**src/hdl/io_defines.svh**
```systemverilog
`ifndef IO_DEFINES_SVH
`define IO_DEFINES_SVH

// Data word width of the core
`define XLEN 32

// Width of the I/O address window seen by the CPU
`define IO_MAP_WIDTH 5

`define DEFAULT_CPU_CLOCK_FREQ 50_000_000
`define DEFAULT_BAUD_RATE      115_200

`endif

```
**src/hdl/io_map_pkg.sv**
```systemverilog
`include "io_defines.svh"

package io_map_pkg;

	typedef logic [`IO_MAP_WIDTH-1:0] io_adr_t;
	typedef logic [`XLEN-1:0]         io_word_t;

	// -------------------------------------------------------------------
	// Register map of the I/O window
	// -------------------------------------------------------------------
	localparam io_adr_t ADR_UART_CTRL = io_adr_t'(0);  // Bit1 rx_valid, bit0 tx_ready
	localparam io_adr_t ADR_UART_RX   = io_adr_t'(1);  // Reading pops the held byte
	localparam io_adr_t ADR_UART_TX   = io_adr_t'(2);
	localparam io_adr_t ADR_CYCLE_CNT = io_adr_t'(4);
	localparam io_adr_t ADR_INSTR_CNT = io_adr_t'(5);
	localparam io_adr_t ADR_CNT_CLEAR = io_adr_t'(6);  // Needs at least one byte enable

endpackage

```
**src/hdl/uart_pkg.sv**
```systemverilog
package uart_pkg;

	typedef logic [7:0] uart_byte_t;

	typedef enum logic [1:0] {
		TX_IDLE,
		TX_START,
		TX_DATA,
		TX_STOP
	} tx_state_t;

	// Same phases as the transmitter, prefixed so both can share one scope
	typedef enum logic [1:0] {
		RX_IDLE,
		RX_START,
		RX_DATA,
		RX_STOP
	} rx_state_t;

endpackage

```
**src/hdl/io_control.sv**
```systemverilog
`timescale 1ns/10ps
`include "io_defines.svh"

module io_control #(
	parameter int CPU_CLOCK_FREQ = `DEFAULT_CPU_CLOCK_FREQ,
	parameter int BAUD_RATE      = `DEFAULT_BAUD_RATE
) (
	input  logic                 clk,
	input  logic                 cpu_rst,
	input  io_map_pkg::io_adr_t  adr,
	input  logic                 iowea,
	input  logic                 iorea,
	input  logic [3:0]           wea,
	input  io_map_pkg::io_word_t din_io,
	input  logic                 instr_stop,
	input  logic                 uart_serial_in,
	output io_map_pkg::io_word_t dout_io,
	output logic                 uart_serial_out
);
	import io_map_pkg::*;
	import uart_pkg::*;

	logic       tx_start;
	uart_byte_t tx_data;
	logic       tx_ready;
	logic       rx_pop;
	logic       rx_valid;
	uart_byte_t rx_data;
	logic       cnt_clear;
	io_word_t   cycle_cnt;
	io_word_t   instr_cnt;
	io_word_t   ctrl_word;
	io_word_t   rx_word;
	io_word_t   rd_word;

	// -------------------------------------------------------------------
	// Strobe decode
	// -------------------------------------------------------------------
	assign tx_start  = iowea && (adr == ADR_UART_TX);  // Dropped inside the UART when busy
	assign tx_data   = din_io[7:0];
	assign rx_pop    = iorea && (adr == ADR_UART_RX);
	assign cnt_clear = iowea && (adr == ADR_CNT_CLEAR) && (wea != 4'b0000);

	// -------------------------------------------------------------------
	// Read path
	// -------------------------------------------------------------------
	assign ctrl_word = {{(`XLEN-2){1'b0}}, rx_valid, tx_ready};
	assign rx_word   = rx_valid ? {{(`XLEN-8){1'b0}}, rx_data} : '0;

	always_comb begin
		case (adr)
			ADR_UART_CTRL: rd_word = ctrl_word;
			ADR_UART_RX:   rd_word = rx_word;
			ADR_CYCLE_CNT: rd_word = cycle_cnt;
			ADR_INSTR_CNT: rd_word = instr_cnt;
			default:       rd_word = '0;  // Unmapped and write-only addresses
		endcase
	end

	// The pop lands on this same edge, so the byte is captured before it leaves
	always_ff @(posedge clk) begin
		if (cpu_rst) begin
			dout_io <= '0;
		end else begin
			dout_io <= rd_word;
		end
	end

	// -------------------------------------------------------------------
	// Peripherals
	// -------------------------------------------------------------------
	uart_transmitter #(
		.CPU_CLOCK_FREQ(CPU_CLOCK_FREQ),
		.BAUD_RATE     (BAUD_RATE)
	) u_tx (
		.clk       (clk),
		.cpu_rst   (cpu_rst),
		.tx_start  (tx_start),
		.tx_data   (tx_data),
		.tx_ready  (tx_ready),
		.serial_out(uart_serial_out)
	);

	uart_receiver #(
		.CPU_CLOCK_FREQ(CPU_CLOCK_FREQ),
		.BAUD_RATE     (BAUD_RATE)
	) u_rx (
		.clk      (clk),
		.cpu_rst  (cpu_rst),
		.serial_in(uart_serial_in),
		.rx_pop   (rx_pop),
		.rx_valid (rx_valid),
		.rx_data  (rx_data)
	);

	perf_counters u_cnt (
		.clk       (clk),
		.cpu_rst   (cpu_rst),
		.cnt_clear (cnt_clear),
		.instr_stop(instr_stop),
		.cycle_cnt (cycle_cnt),
		.instr_cnt (instr_cnt)
	);

	// The core issues at most one I/O access per cycle
	a_no_rw_overlap: assert property (@(posedge clk) disable iff (cpu_rst)
		!(iowea && iorea));

endmodule

```
**src/hdl/perf_counters.sv**
```systemverilog
`timescale 1ns/10ps

module perf_counters (
	input  logic                 clk,
	input  logic                 cpu_rst,
	input  logic                 cnt_clear,
	input  logic                 instr_stop,
	output io_map_pkg::io_word_t cycle_cnt,
	output io_map_pkg::io_word_t instr_cnt
);
	import io_map_pkg::*;

	logic cnt_rst;

	assign cnt_rst = cpu_rst | cnt_clear;  // A store to the clear address acts like a reset

	always_ff @(posedge clk) begin
		if (cnt_rst) begin
			cycle_cnt <= '0;
			instr_cnt <= '0;
		end else begin
			cycle_cnt <= cycle_cnt + io_word_t'(1);
			if (!instr_stop) begin
				instr_cnt <= instr_cnt + io_word_t'(1);  // Stalls and bubbles do not retire
			end
		end
	end

	// Both start at zero together, so retired work can never outrun time
	a_instr_le_cycle: assert property (@(posedge clk) disable iff (cpu_rst)
		instr_cnt <= cycle_cnt);

endmodule

```
**src/hdl/uart_receiver.sv**
```systemverilog
`timescale 1ns/10ps
`include "io_defines.svh"

module uart_receiver #(
	parameter int CPU_CLOCK_FREQ = `DEFAULT_CPU_CLOCK_FREQ,
	parameter int BAUD_RATE      = `DEFAULT_BAUD_RATE
) (
	input  logic                 clk,
	input  logic                 cpu_rst,
	input  logic                 serial_in,
	input  logic                 rx_pop,
	output logic                 rx_valid,
	output uart_pkg::uart_byte_t rx_data
);
	import uart_pkg::*;

	localparam int CLKS_PER_BIT = CPU_CLOCK_FREQ / BAUD_RATE;
	localparam int HALF_BIT     = CLKS_PER_BIT / 2;
	localparam int CNT_W        = $clog2(CLKS_PER_BIT + 1);

	rx_state_t        state;
	logic [1:0]       sync_q;
	logic             line;
	logic [CNT_W-1:0] baud_cnt;
	logic [2:0]       bit_idx;
	uart_byte_t       shift_q;
	logic             bit_done;
	logic             half_done;
	logic             cnt_restart;
	logic             byte_done;
	logic             load;

	// -------------------------------------------------------------------
	// Line synchronizer, idles high like the line itself
	// -------------------------------------------------------------------
	always_ff @(posedge clk) begin
		if (cpu_rst) begin
			sync_q <= 2'b11;
		end else begin
			sync_q <= {sync_q[0], serial_in};
		end
	end

	assign line = sync_q[1];

	// -------------------------------------------------------------------
	// Frame FSM
	// -------------------------------------------------------------------
	assign bit_done    = (baud_cnt == CNT_W'(CLKS_PER_BIT - 1));
	assign half_done   = (baud_cnt == CNT_W'(HALF_BIT - 1));
	assign cnt_restart = (state == RX_IDLE) || ((state == RX_START) ? half_done : bit_done);
	assign byte_done   = (state == RX_STOP) && bit_done && line;  // Stop bit must be high
	assign load        = byte_done && (!rx_valid || rx_pop);      // Otherwise the new byte is lost

	always_ff @(posedge clk) begin
		if (cpu_rst) begin
			state    <= RX_IDLE;
			baud_cnt <= '0;
			bit_idx  <= '0;
			rx_valid <= 1'b0;
		end else begin
			baud_cnt <= cnt_restart ? '0 : baud_cnt + CNT_W'(1);
			case (state)
				RX_IDLE: begin
					if (!line) begin
						state <= RX_START;
					end
				end
				RX_START: begin
					if (half_done) begin
						state   <= line ? RX_IDLE : RX_DATA;  // A glitch goes back to idle
						bit_idx <= '0;
					end
				end
				RX_DATA: begin
					if (bit_done) begin
						if (bit_idx == 3'd7) begin
							state <= RX_STOP;
						end else begin
							bit_idx <= bit_idx + 3'd1;
						end
					end
				end
				RX_STOP: begin
					if (bit_done) begin
						state <= RX_IDLE;  // Back at mid stop bit to catch the next start
					end
				end
				default: state <= RX_IDLE;
			endcase
			if (load) begin
				rx_valid <= 1'b1;
			end else if (rx_pop) begin
				rx_valid <= 1'b0;
			end
		end
	end

	always_ff @(posedge clk) begin
		if (state == RX_DATA && bit_done) begin
			shift_q <= {line, shift_q[7:1]};
		end
		if (load) begin
			rx_data <= shift_q;
		end
	end

	a_hold_until_pop: assert property (@(posedge clk) disable iff (cpu_rst)
		rx_valid && !rx_pop |=> $stable(rx_data));

endmodule

```
**src/hdl/uart_transmitter.sv**
```systemverilog
`timescale 1ns/10ps
`include "io_defines.svh"

module uart_transmitter #(
	parameter int CPU_CLOCK_FREQ = `DEFAULT_CPU_CLOCK_FREQ,
	parameter int BAUD_RATE      = `DEFAULT_BAUD_RATE
) (
	input  logic                 clk,
	input  logic                 cpu_rst,
	input  logic                 tx_start,
	input  uart_pkg::uart_byte_t tx_data,
	output logic                 tx_ready,
	output logic                 serial_out
);
	import uart_pkg::*;

	localparam int CLKS_PER_BIT = CPU_CLOCK_FREQ / BAUD_RATE;
	localparam int CNT_W        = $clog2(CLKS_PER_BIT + 1);

	tx_state_t        state;
	logic [CNT_W-1:0] baud_cnt;
	logic [2:0]       bit_idx;
	uart_byte_t       shift_q;
	logic             bit_done;

	assign bit_done = (baud_cnt == CNT_W'(CLKS_PER_BIT - 1));
	assign tx_ready = (state == TX_IDLE);

	always_ff @(posedge clk) begin
		if (cpu_rst) begin
			state      <= TX_IDLE;
			baud_cnt   <= '0;
			bit_idx    <= '0;
			serial_out <= 1'b1;
		end else begin
			baud_cnt <= (state == TX_IDLE || bit_done) ? '0 : baud_cnt + CNT_W'(1);
			case (state)
				TX_IDLE: begin
					if (tx_start) begin
						state      <= TX_START;
						serial_out <= 1'b0;  // Start bit begins right after the strobe
					end
				end
				TX_START: begin
					if (bit_done) begin
						state      <= TX_DATA;
						bit_idx    <= '0;
						serial_out <= shift_q[0];
					end
				end
				TX_DATA: begin
					if (bit_done) begin
						if (bit_idx == 3'd7) begin
							state      <= TX_STOP;
							serial_out <= 1'b1;
						end else begin
							bit_idx    <= bit_idx + 3'd1;
							serial_out <= shift_q[0];
						end
					end
				end
				TX_STOP: begin
					if (bit_done) begin
						state <= TX_IDLE;  // Ready again as the stop bit ends
					end
				end
				default: state <= TX_IDLE;
			endcase
		end
	end

	always_ff @(posedge clk) begin
		if (state == TX_IDLE && tx_start) begin
			shift_q <= tx_data;
		end else if (bit_done && (state == TX_START || state == TX_DATA)) begin
			shift_q <= shift_q >> 1;  // LSB first
		end
	end

	a_idle_line_high: assert property (@(posedge clk) disable iff (cpu_rst)
		state == TX_IDLE |-> serial_out);

endmodule

```
**config.mk**
```make
export PLATFORM = sky130hd
export DESIGN_NAME = io_control
export DESIGN_NICKNAME = d
export VERILOG_FILES = /design/src/hdl/io_map_pkg.sv /design/src/hdl/uart_pkg.sv /design/src/hdl/io_control.sv /design/src/hdl/perf_counters.sv /design/src/hdl/uart_receiver.sv /design/src/hdl/uart_transmitter.sv
export VERILOG_INCLUDE_DIRS = /design/src /design/src/hdl
export SDC_FILE = /design/constraint.sdc
export NUM_CORES = 1
export LEC_CHECK = 0
export ABC_AREA = 1
export ABC_CLOCK_PERIOD_IN_PS = 5050
export BUFFER_PORTS_ARGS = -buffer_cell sky130_fd_sc_hd__clkbuf_2
export CAP_MARGIN = 20
export CORE_MARGIN = 1.5
export CORE_UTILIZATION = 45
export CTS_BUF_LIST = sky130_fd_sc_hd__clkbuf_8
export CTS_CLUSTER_SIZE = 10
export DETAILED_ROUTE_END_ITERATION = 10
export HOLD_SLACK_MARGIN = 0.06
export PLACE_DENSITY = 0.65
export SLEW_MARGIN = 20
export SYNTH_ARGS = -nofsm -noshare
export SYNTH_HDL_FRONTEND = slang
export SYNTH_HIERARCHICAL = 1
export SYNTH_SLANG_ARGS = --single-unit
```
**constraint.sdc**
```tcl
create_clock -name clk -period 5.05 [get_ports clk]
set_input_delay 1.01 -clock clk [delete_from_list [all_inputs] [get_ports clk]]
set_output_delay 1.01 -clock clk [all_outputs]
set_load 0.1 [all_outputs]
```
After elaboration in Yosys (flattened, before gate mapping). Index checks and enable logic that the tools add are counted. Widths: inputs -> output; s select.

Output and inout bits: 33. Input bits: 47. Word-level logic and storage cells: 114. Register bits: 152.

$add $sub $neg: 6. Eq/ne operators: 28. Muxes and demuxes: 33. Reductions and logical operators: 31. Bitwise gates (word level): 1.

Operators with widths (count): $pmux 32 s4 (1); $add 32x1->32 const B (2); $mux 8 (3); $mux 2 (11); $add 9x1->9 const B (2); $eq 9x9->1 const B (2); $mux 3 (6); $ne 2x1->1 const B (9); $pmux 2 s4 (2); $eq 5x3->1 const B (3); $pmux 3 s2 (2); $reduce_and 4->1 (3); $logic_and 1x1->1 (10); $reduce_and 5->1 (2); $eq 9x8->1 const B (1); $eq 2x2->1 const B (4); $reduce_bool 2->1 (4); $mux 1 (7); $add 3x1->3 const B (2); $eq 3x3->1 const B (2); $ne 2x2->1 const B (3); $eq 5x1->1 const B (1); $eq 5x2->1 const B (1); $logic_not 5->1 (1); other kinds (9) (15).

Depth between registers and ports, before layout.
Word-level depth: 5. Mapped depth: 12. Gate-level depth less buffers: 12.

Modules after synthesis. The synthesis kept the hierarchy.

By module, submodules not included: perf_counters (seq. area each 1281.2 um^2, times used 1, cells each 521, area an instance 3393.3 um^2); uart_receiver (seq. area each 820.8 um^2, times used 1, cells each 147, area an instance 1438.9 um^2); io_control (seq. area each 640.6 um^2, times used 1, cells each 206, area an instance 1427.6 um^2); uart_transmitter (seq. area each 540.5 um^2, times used 1, cells each 147, area an instance 1217.4 um^2).

Worst setup path after synthesis. OpenSTA, ideal clock, no wires.

Path type: in2reg. Start: in adr[4]. End: reg u_tx.shift_q[0], enable pin. Library setup time: 384 ps. Arrival: 2011 ps. Required time: 4666 ps. Path slack: 2655 ps. Path buffers: 0. Cell stages on the path: 5. Cells stage by stage: inv_1 nand4_1 nor3_1 nand2_1 o21ai_0.

Longest elaborated chain between the ends: 4.

RTL lines: from (decl) (RTL line io_control.sv:10) `input io_map_pkg::io_adr_t adr,`; $eq 5x2->1 (RTL line io_control.sv:39) `assign tx_start = iowea && (adr == ADR_UART_TX);`; $logic_and 1x1->1 (RTL line io_control.sv:39); via tx_start (RTL line io_control.sv:23) `logic tx_start;`; $logic_and 1x1->1 (RTL line uart_transmitter.sv:73) `if (state == TX_IDLE && tx_start) begin`; $reduce_bool 2->1 (no line); to (signal assigned) (RTL line uart_transmitter.sv:74) `shift_q <= tx_data;`; to (signal assigned) (RTL line uart_transmitter.sv:76) `shift_q <= shift_q >> 1;`; to (decl) (RTL line uart_transmitter.sv:23) `uart_byte_t shift_q;`.

The timed path passes the listed nets, and every way through them passes these cells. A chain may end at the register's enable or synchronous reset.

Final worst setup path. Same ends and word-level chain as after synthesis.

==> flow_summary_export.csv <==
group,metric,value,unit
run_status,status,"finished clean",
floorplan,rows,46,
detailed_routing,routed_wl,16510,µm
floorplan,start_util,46.56,%
clock_network,ctsHoldBuffers,0,
setup_path,slowest_stage,"o21ai_1",
clock_network,post-cts-setup-buffers,0,
setup_path,worst-path-buf-inv,2,
clock_network,htree_num_levels,4,
clock_network,clock_path_buffers,2,
floorplan,pin_count,80,
place,io_buffer_count,55,
floorplan,die_w,131.9,µm
final_layout,finalInstanceArea,0.008364,mm²
grt,grt_pass1_wl,28280,µm
floorplan,die_height,131.9,µm
clock_network,clkLatencyLatePin,0.46,ns
yosys,synth.distinct_cells,38,
detailed_routing,route.detailed.drc,0,
power,ir_drop,0.1662,mV
detailed_routing,drt-vias-per-instance,4.889,
setup_path,arrival,2.80,ns
place,place_congestion,0.9110,
yosys,synth-xor-area-share,1.523,%
hold_path,min_path_type,"reg -> reg",
setup_path,critPathTopFamily,"simple AND/OR/NAND/NOR gates",
detailed_routing,firstDrtPassIters,5,
yosys,yosys.area_share.simple,36.55,%
sta,clock-skew-final,0.01067,ns
place,placed_cell_area,0.007935,mm²
yosys,synth_top_family_by_area,"simple AND/OR/NAND/NOR gates",
clock_network,cts_resized,0,
grt,overflow,0,
setup_path,crit_required,5.14,ns
sta,final.period_utilization,53.60,%
sta,fin_setup_tns,0,ns
final_layout,drive_above_1_share,16.38,%
clock_network,root_buffer,"clkbuf_8",
clock_network,clk_pin_slew,0.08,ns
power,p_per_area,304.0,mW/mm²
clock_network,cts.sinks,152,
setup_path,worst-setup-path-type,"in -> reg",
power,p_comb_share,11.4,%
sta,period_needed,2.707,ns
power,power.internal,1.863,mW
sta,worst_pin_slew,0.8345,ns
detailed_routing,antenna_left,0,
yosys,synth-seq-area-share,43.91,%
detailed_routing,avgRoutedWirePerCell,12.61,µm
yosys,synth_nets,1084,
grt,grt_max_degree,44,
grt,grt_pass1_vias,5952,
setup_path,end_kind,"flop",
yosys,synth_compound_area_share,6.760,%
floorplan,core,0.01606,mm²
grt,track_usage,19.94,%
setup_path,cp_cell_sequence,"clkbuf_2 > inv_1 > nand4_1 > nor3_1 > nand2_1 > o21ai_1",
setup_path,crit_path_start_kind,"input port",
place,hpwl,12130,µm
sta,max_freq,369.4,MHz
yosys,syn-cell-area,0.007477,mm²
clock_network,cts_tree,"built",
yosys,synth.area.mux_share,1.054,%
final_layout,layout_commonest_cell,"nand2_1",
sta,final.setup.worst_slack,2.343,ns
final_layout,diodes,0,
floorplan,die-area,0.01740,mm²
yosys,synth_fa_ha_area_share,2.677,%
clock_network,cts_buffers,17,
final_layout,nNetsFinal,1143,
yosys,ys_ff_latch,152,
sta,maxSlewViolCount,0,
yosys,synth_cells,1021,
detailed_routing,dr.first_iter.drc_count,501,
power,p_leak,3.291,nW
sta,final-setup-viol-count,0,
setup_path,crit_fanout,9,
place,pre_cts_slack,1.805,ns
power,p_sw,0.6795,mW
power,power_frac_seq,50.1,%
detailed_routing,vias,6400,
final_layout,areaGrowthSynthToFinish,11.86,%
sta,rsz0062_at_grt,"false",
grt,antenna_found_initial,0,
setup_path,cpPeakStageDelay,0.50,ns
yosys,syn_area_per_cell,7.323,µm²
final_layout,layout_common_cells,"286 x nand2_1, 153 x nor2_1, 128 x dfxtp_1, 110 x inv_1, 69 x a21oi_1",
sta,hold_viol,0,
sta,worst_slew_margin_rel,44.30,%
power,pwr-share-clk,38.5,%
yosys,ys_warn_count,6,
power,p_sw_share,26.72,%
run,cap_violations,0,
power groups by stage:
stage | clock [mW] | sequential [mW] | combinational (mW)
after CTS | 1.01 | 1.27 | 0.291
after floorplan | 0 | 1.32 | 0.200
after detailed placement | 0 | 1.30 | 0.290
final | 0.980 | 1.27 | 0.289
after global routing | 1.05 | 1.28 | 0.328
after global placement | 0 | 1.30 | 0.284
worst paths after layout:
check / from / to / slack (ns) / cells after the start
worst max-delay path: adr[4] / u_tx/shift_q[0]$_DFFE_PP_ / 2.34 / 6
worst min-delay path: u_rx/sync_q[0]$_SDFF_PP1_ / u_rx/sync_q[1]$_SDFF_PP1_ / 0.41 / 1
worst max register to register: u_tx/state[0]$_SDFFE_PP0P_ / u_tx/shift_q[0]$_DFFE_PP_ / 3.05 / 4
worst min register to register: u_rx/sync_q[0]$_SDFF_PP1_ / u_rx/sync_q[1]$_SDFF_PP1_ / 0.41 / 1
registers in the layout, summed over array words and instances, names as in the netlist, named ones only:
register and count:
dout_io 32, u_cnt/cycle_cnt 32, u_cnt/instr_cnt 32, u_rx/baud_cnt 9, u_tx/baud_cnt 9, u_rx/rx_data 8
u_rx/shift_q 8, u_tx/shift_q 8, u_rx/bit_idx 3, u_tx/bit_idx 3, u_rx/sync_q 2, u_tx/state 2
u_rx/rx_valid 1, u_rx/state 1, u_tx/serial_out 1
kinds of logic (layout without fill, tap and decap cells):
group           after synthesis  count (layout)
compound gates               98              98
xor+xnor                     13              13
fa+ha+maj                    16              16
buf+inv                     139             211
flops                       152             152
mux                           7               7
simple gates                596             596
per-stage QoR:
| stage | utilization (%) | total power, mW | hold WS, ns | std cells |
|---|---|---|---|---|
| 6_report | 52.09 | 2.543 | 0.4147 | 1309 |
| 3_3_place_gp | 49.42 | 1.585 | 0.3931 | 1277 |
| 4_1_cts | 52.06 | 2.572 | 0.4191 | 1309 |
| 2_1_floorplan | - | 1.523 | 0.3895 | 1021 |
| 5_1_grt | 52.09 | 2.659 | 0.4404 | 1309 |
| 3_5_place_dp | 49.42 | 1.592 | 0.3988 | 1277 |
synth_stat cells, drive strengths merged:
cell	instances	share of area, %
nand4	15	1.3
a211oi	1	0.10
xor2	9	1.1
edfxtp	24	9.6
a31oi	2	0.17
buf	8	0.79
nand3	55	3.9
nand3b	8	0.80
o21bai	1	0.10
ha	16	2.7
dfxtp	128	34
nor4	1	0.084
a21oi	69	4.6
nor3	11	1.1
nor3b	4	0.40
o31ai	1	0.10
nand2	310	17
clkbuf	9	0.59
or2	2	0.17
inv	122	6.2
o21a	2	0.20
o21ai	22	1.5
nor2	190	12
xnor2	4	0.47
mux2	7	1.1
routing by layer:
metal / part of all wire (%) / global-route usage (%) / wire length, µm / vias to the layer above
li1: - / - / - / 3330
met1: 48 / 26.27 / 7897 / 2914
met2: 46 / 32.90 / 7671 / 130
met3: 3.8 / 3.422 / 627 / 26
met4: 1.9 / 7.160 / 309 / 0
met5: 0 / 0 / 0 / -
cell type report:
class | count | area [µm²]
clock inverter | 12 | 148.9
fill | 1595 | 7694
clock buffer | 20 | 275.3
multi-input combinational | 730 | 3636
sequential | 152 | 3283
timing repair buffer | 57 | 290.3
inverter | 122 | 460.4
tap | 216 | 270.3
Power figures use the tool's default switching activity.
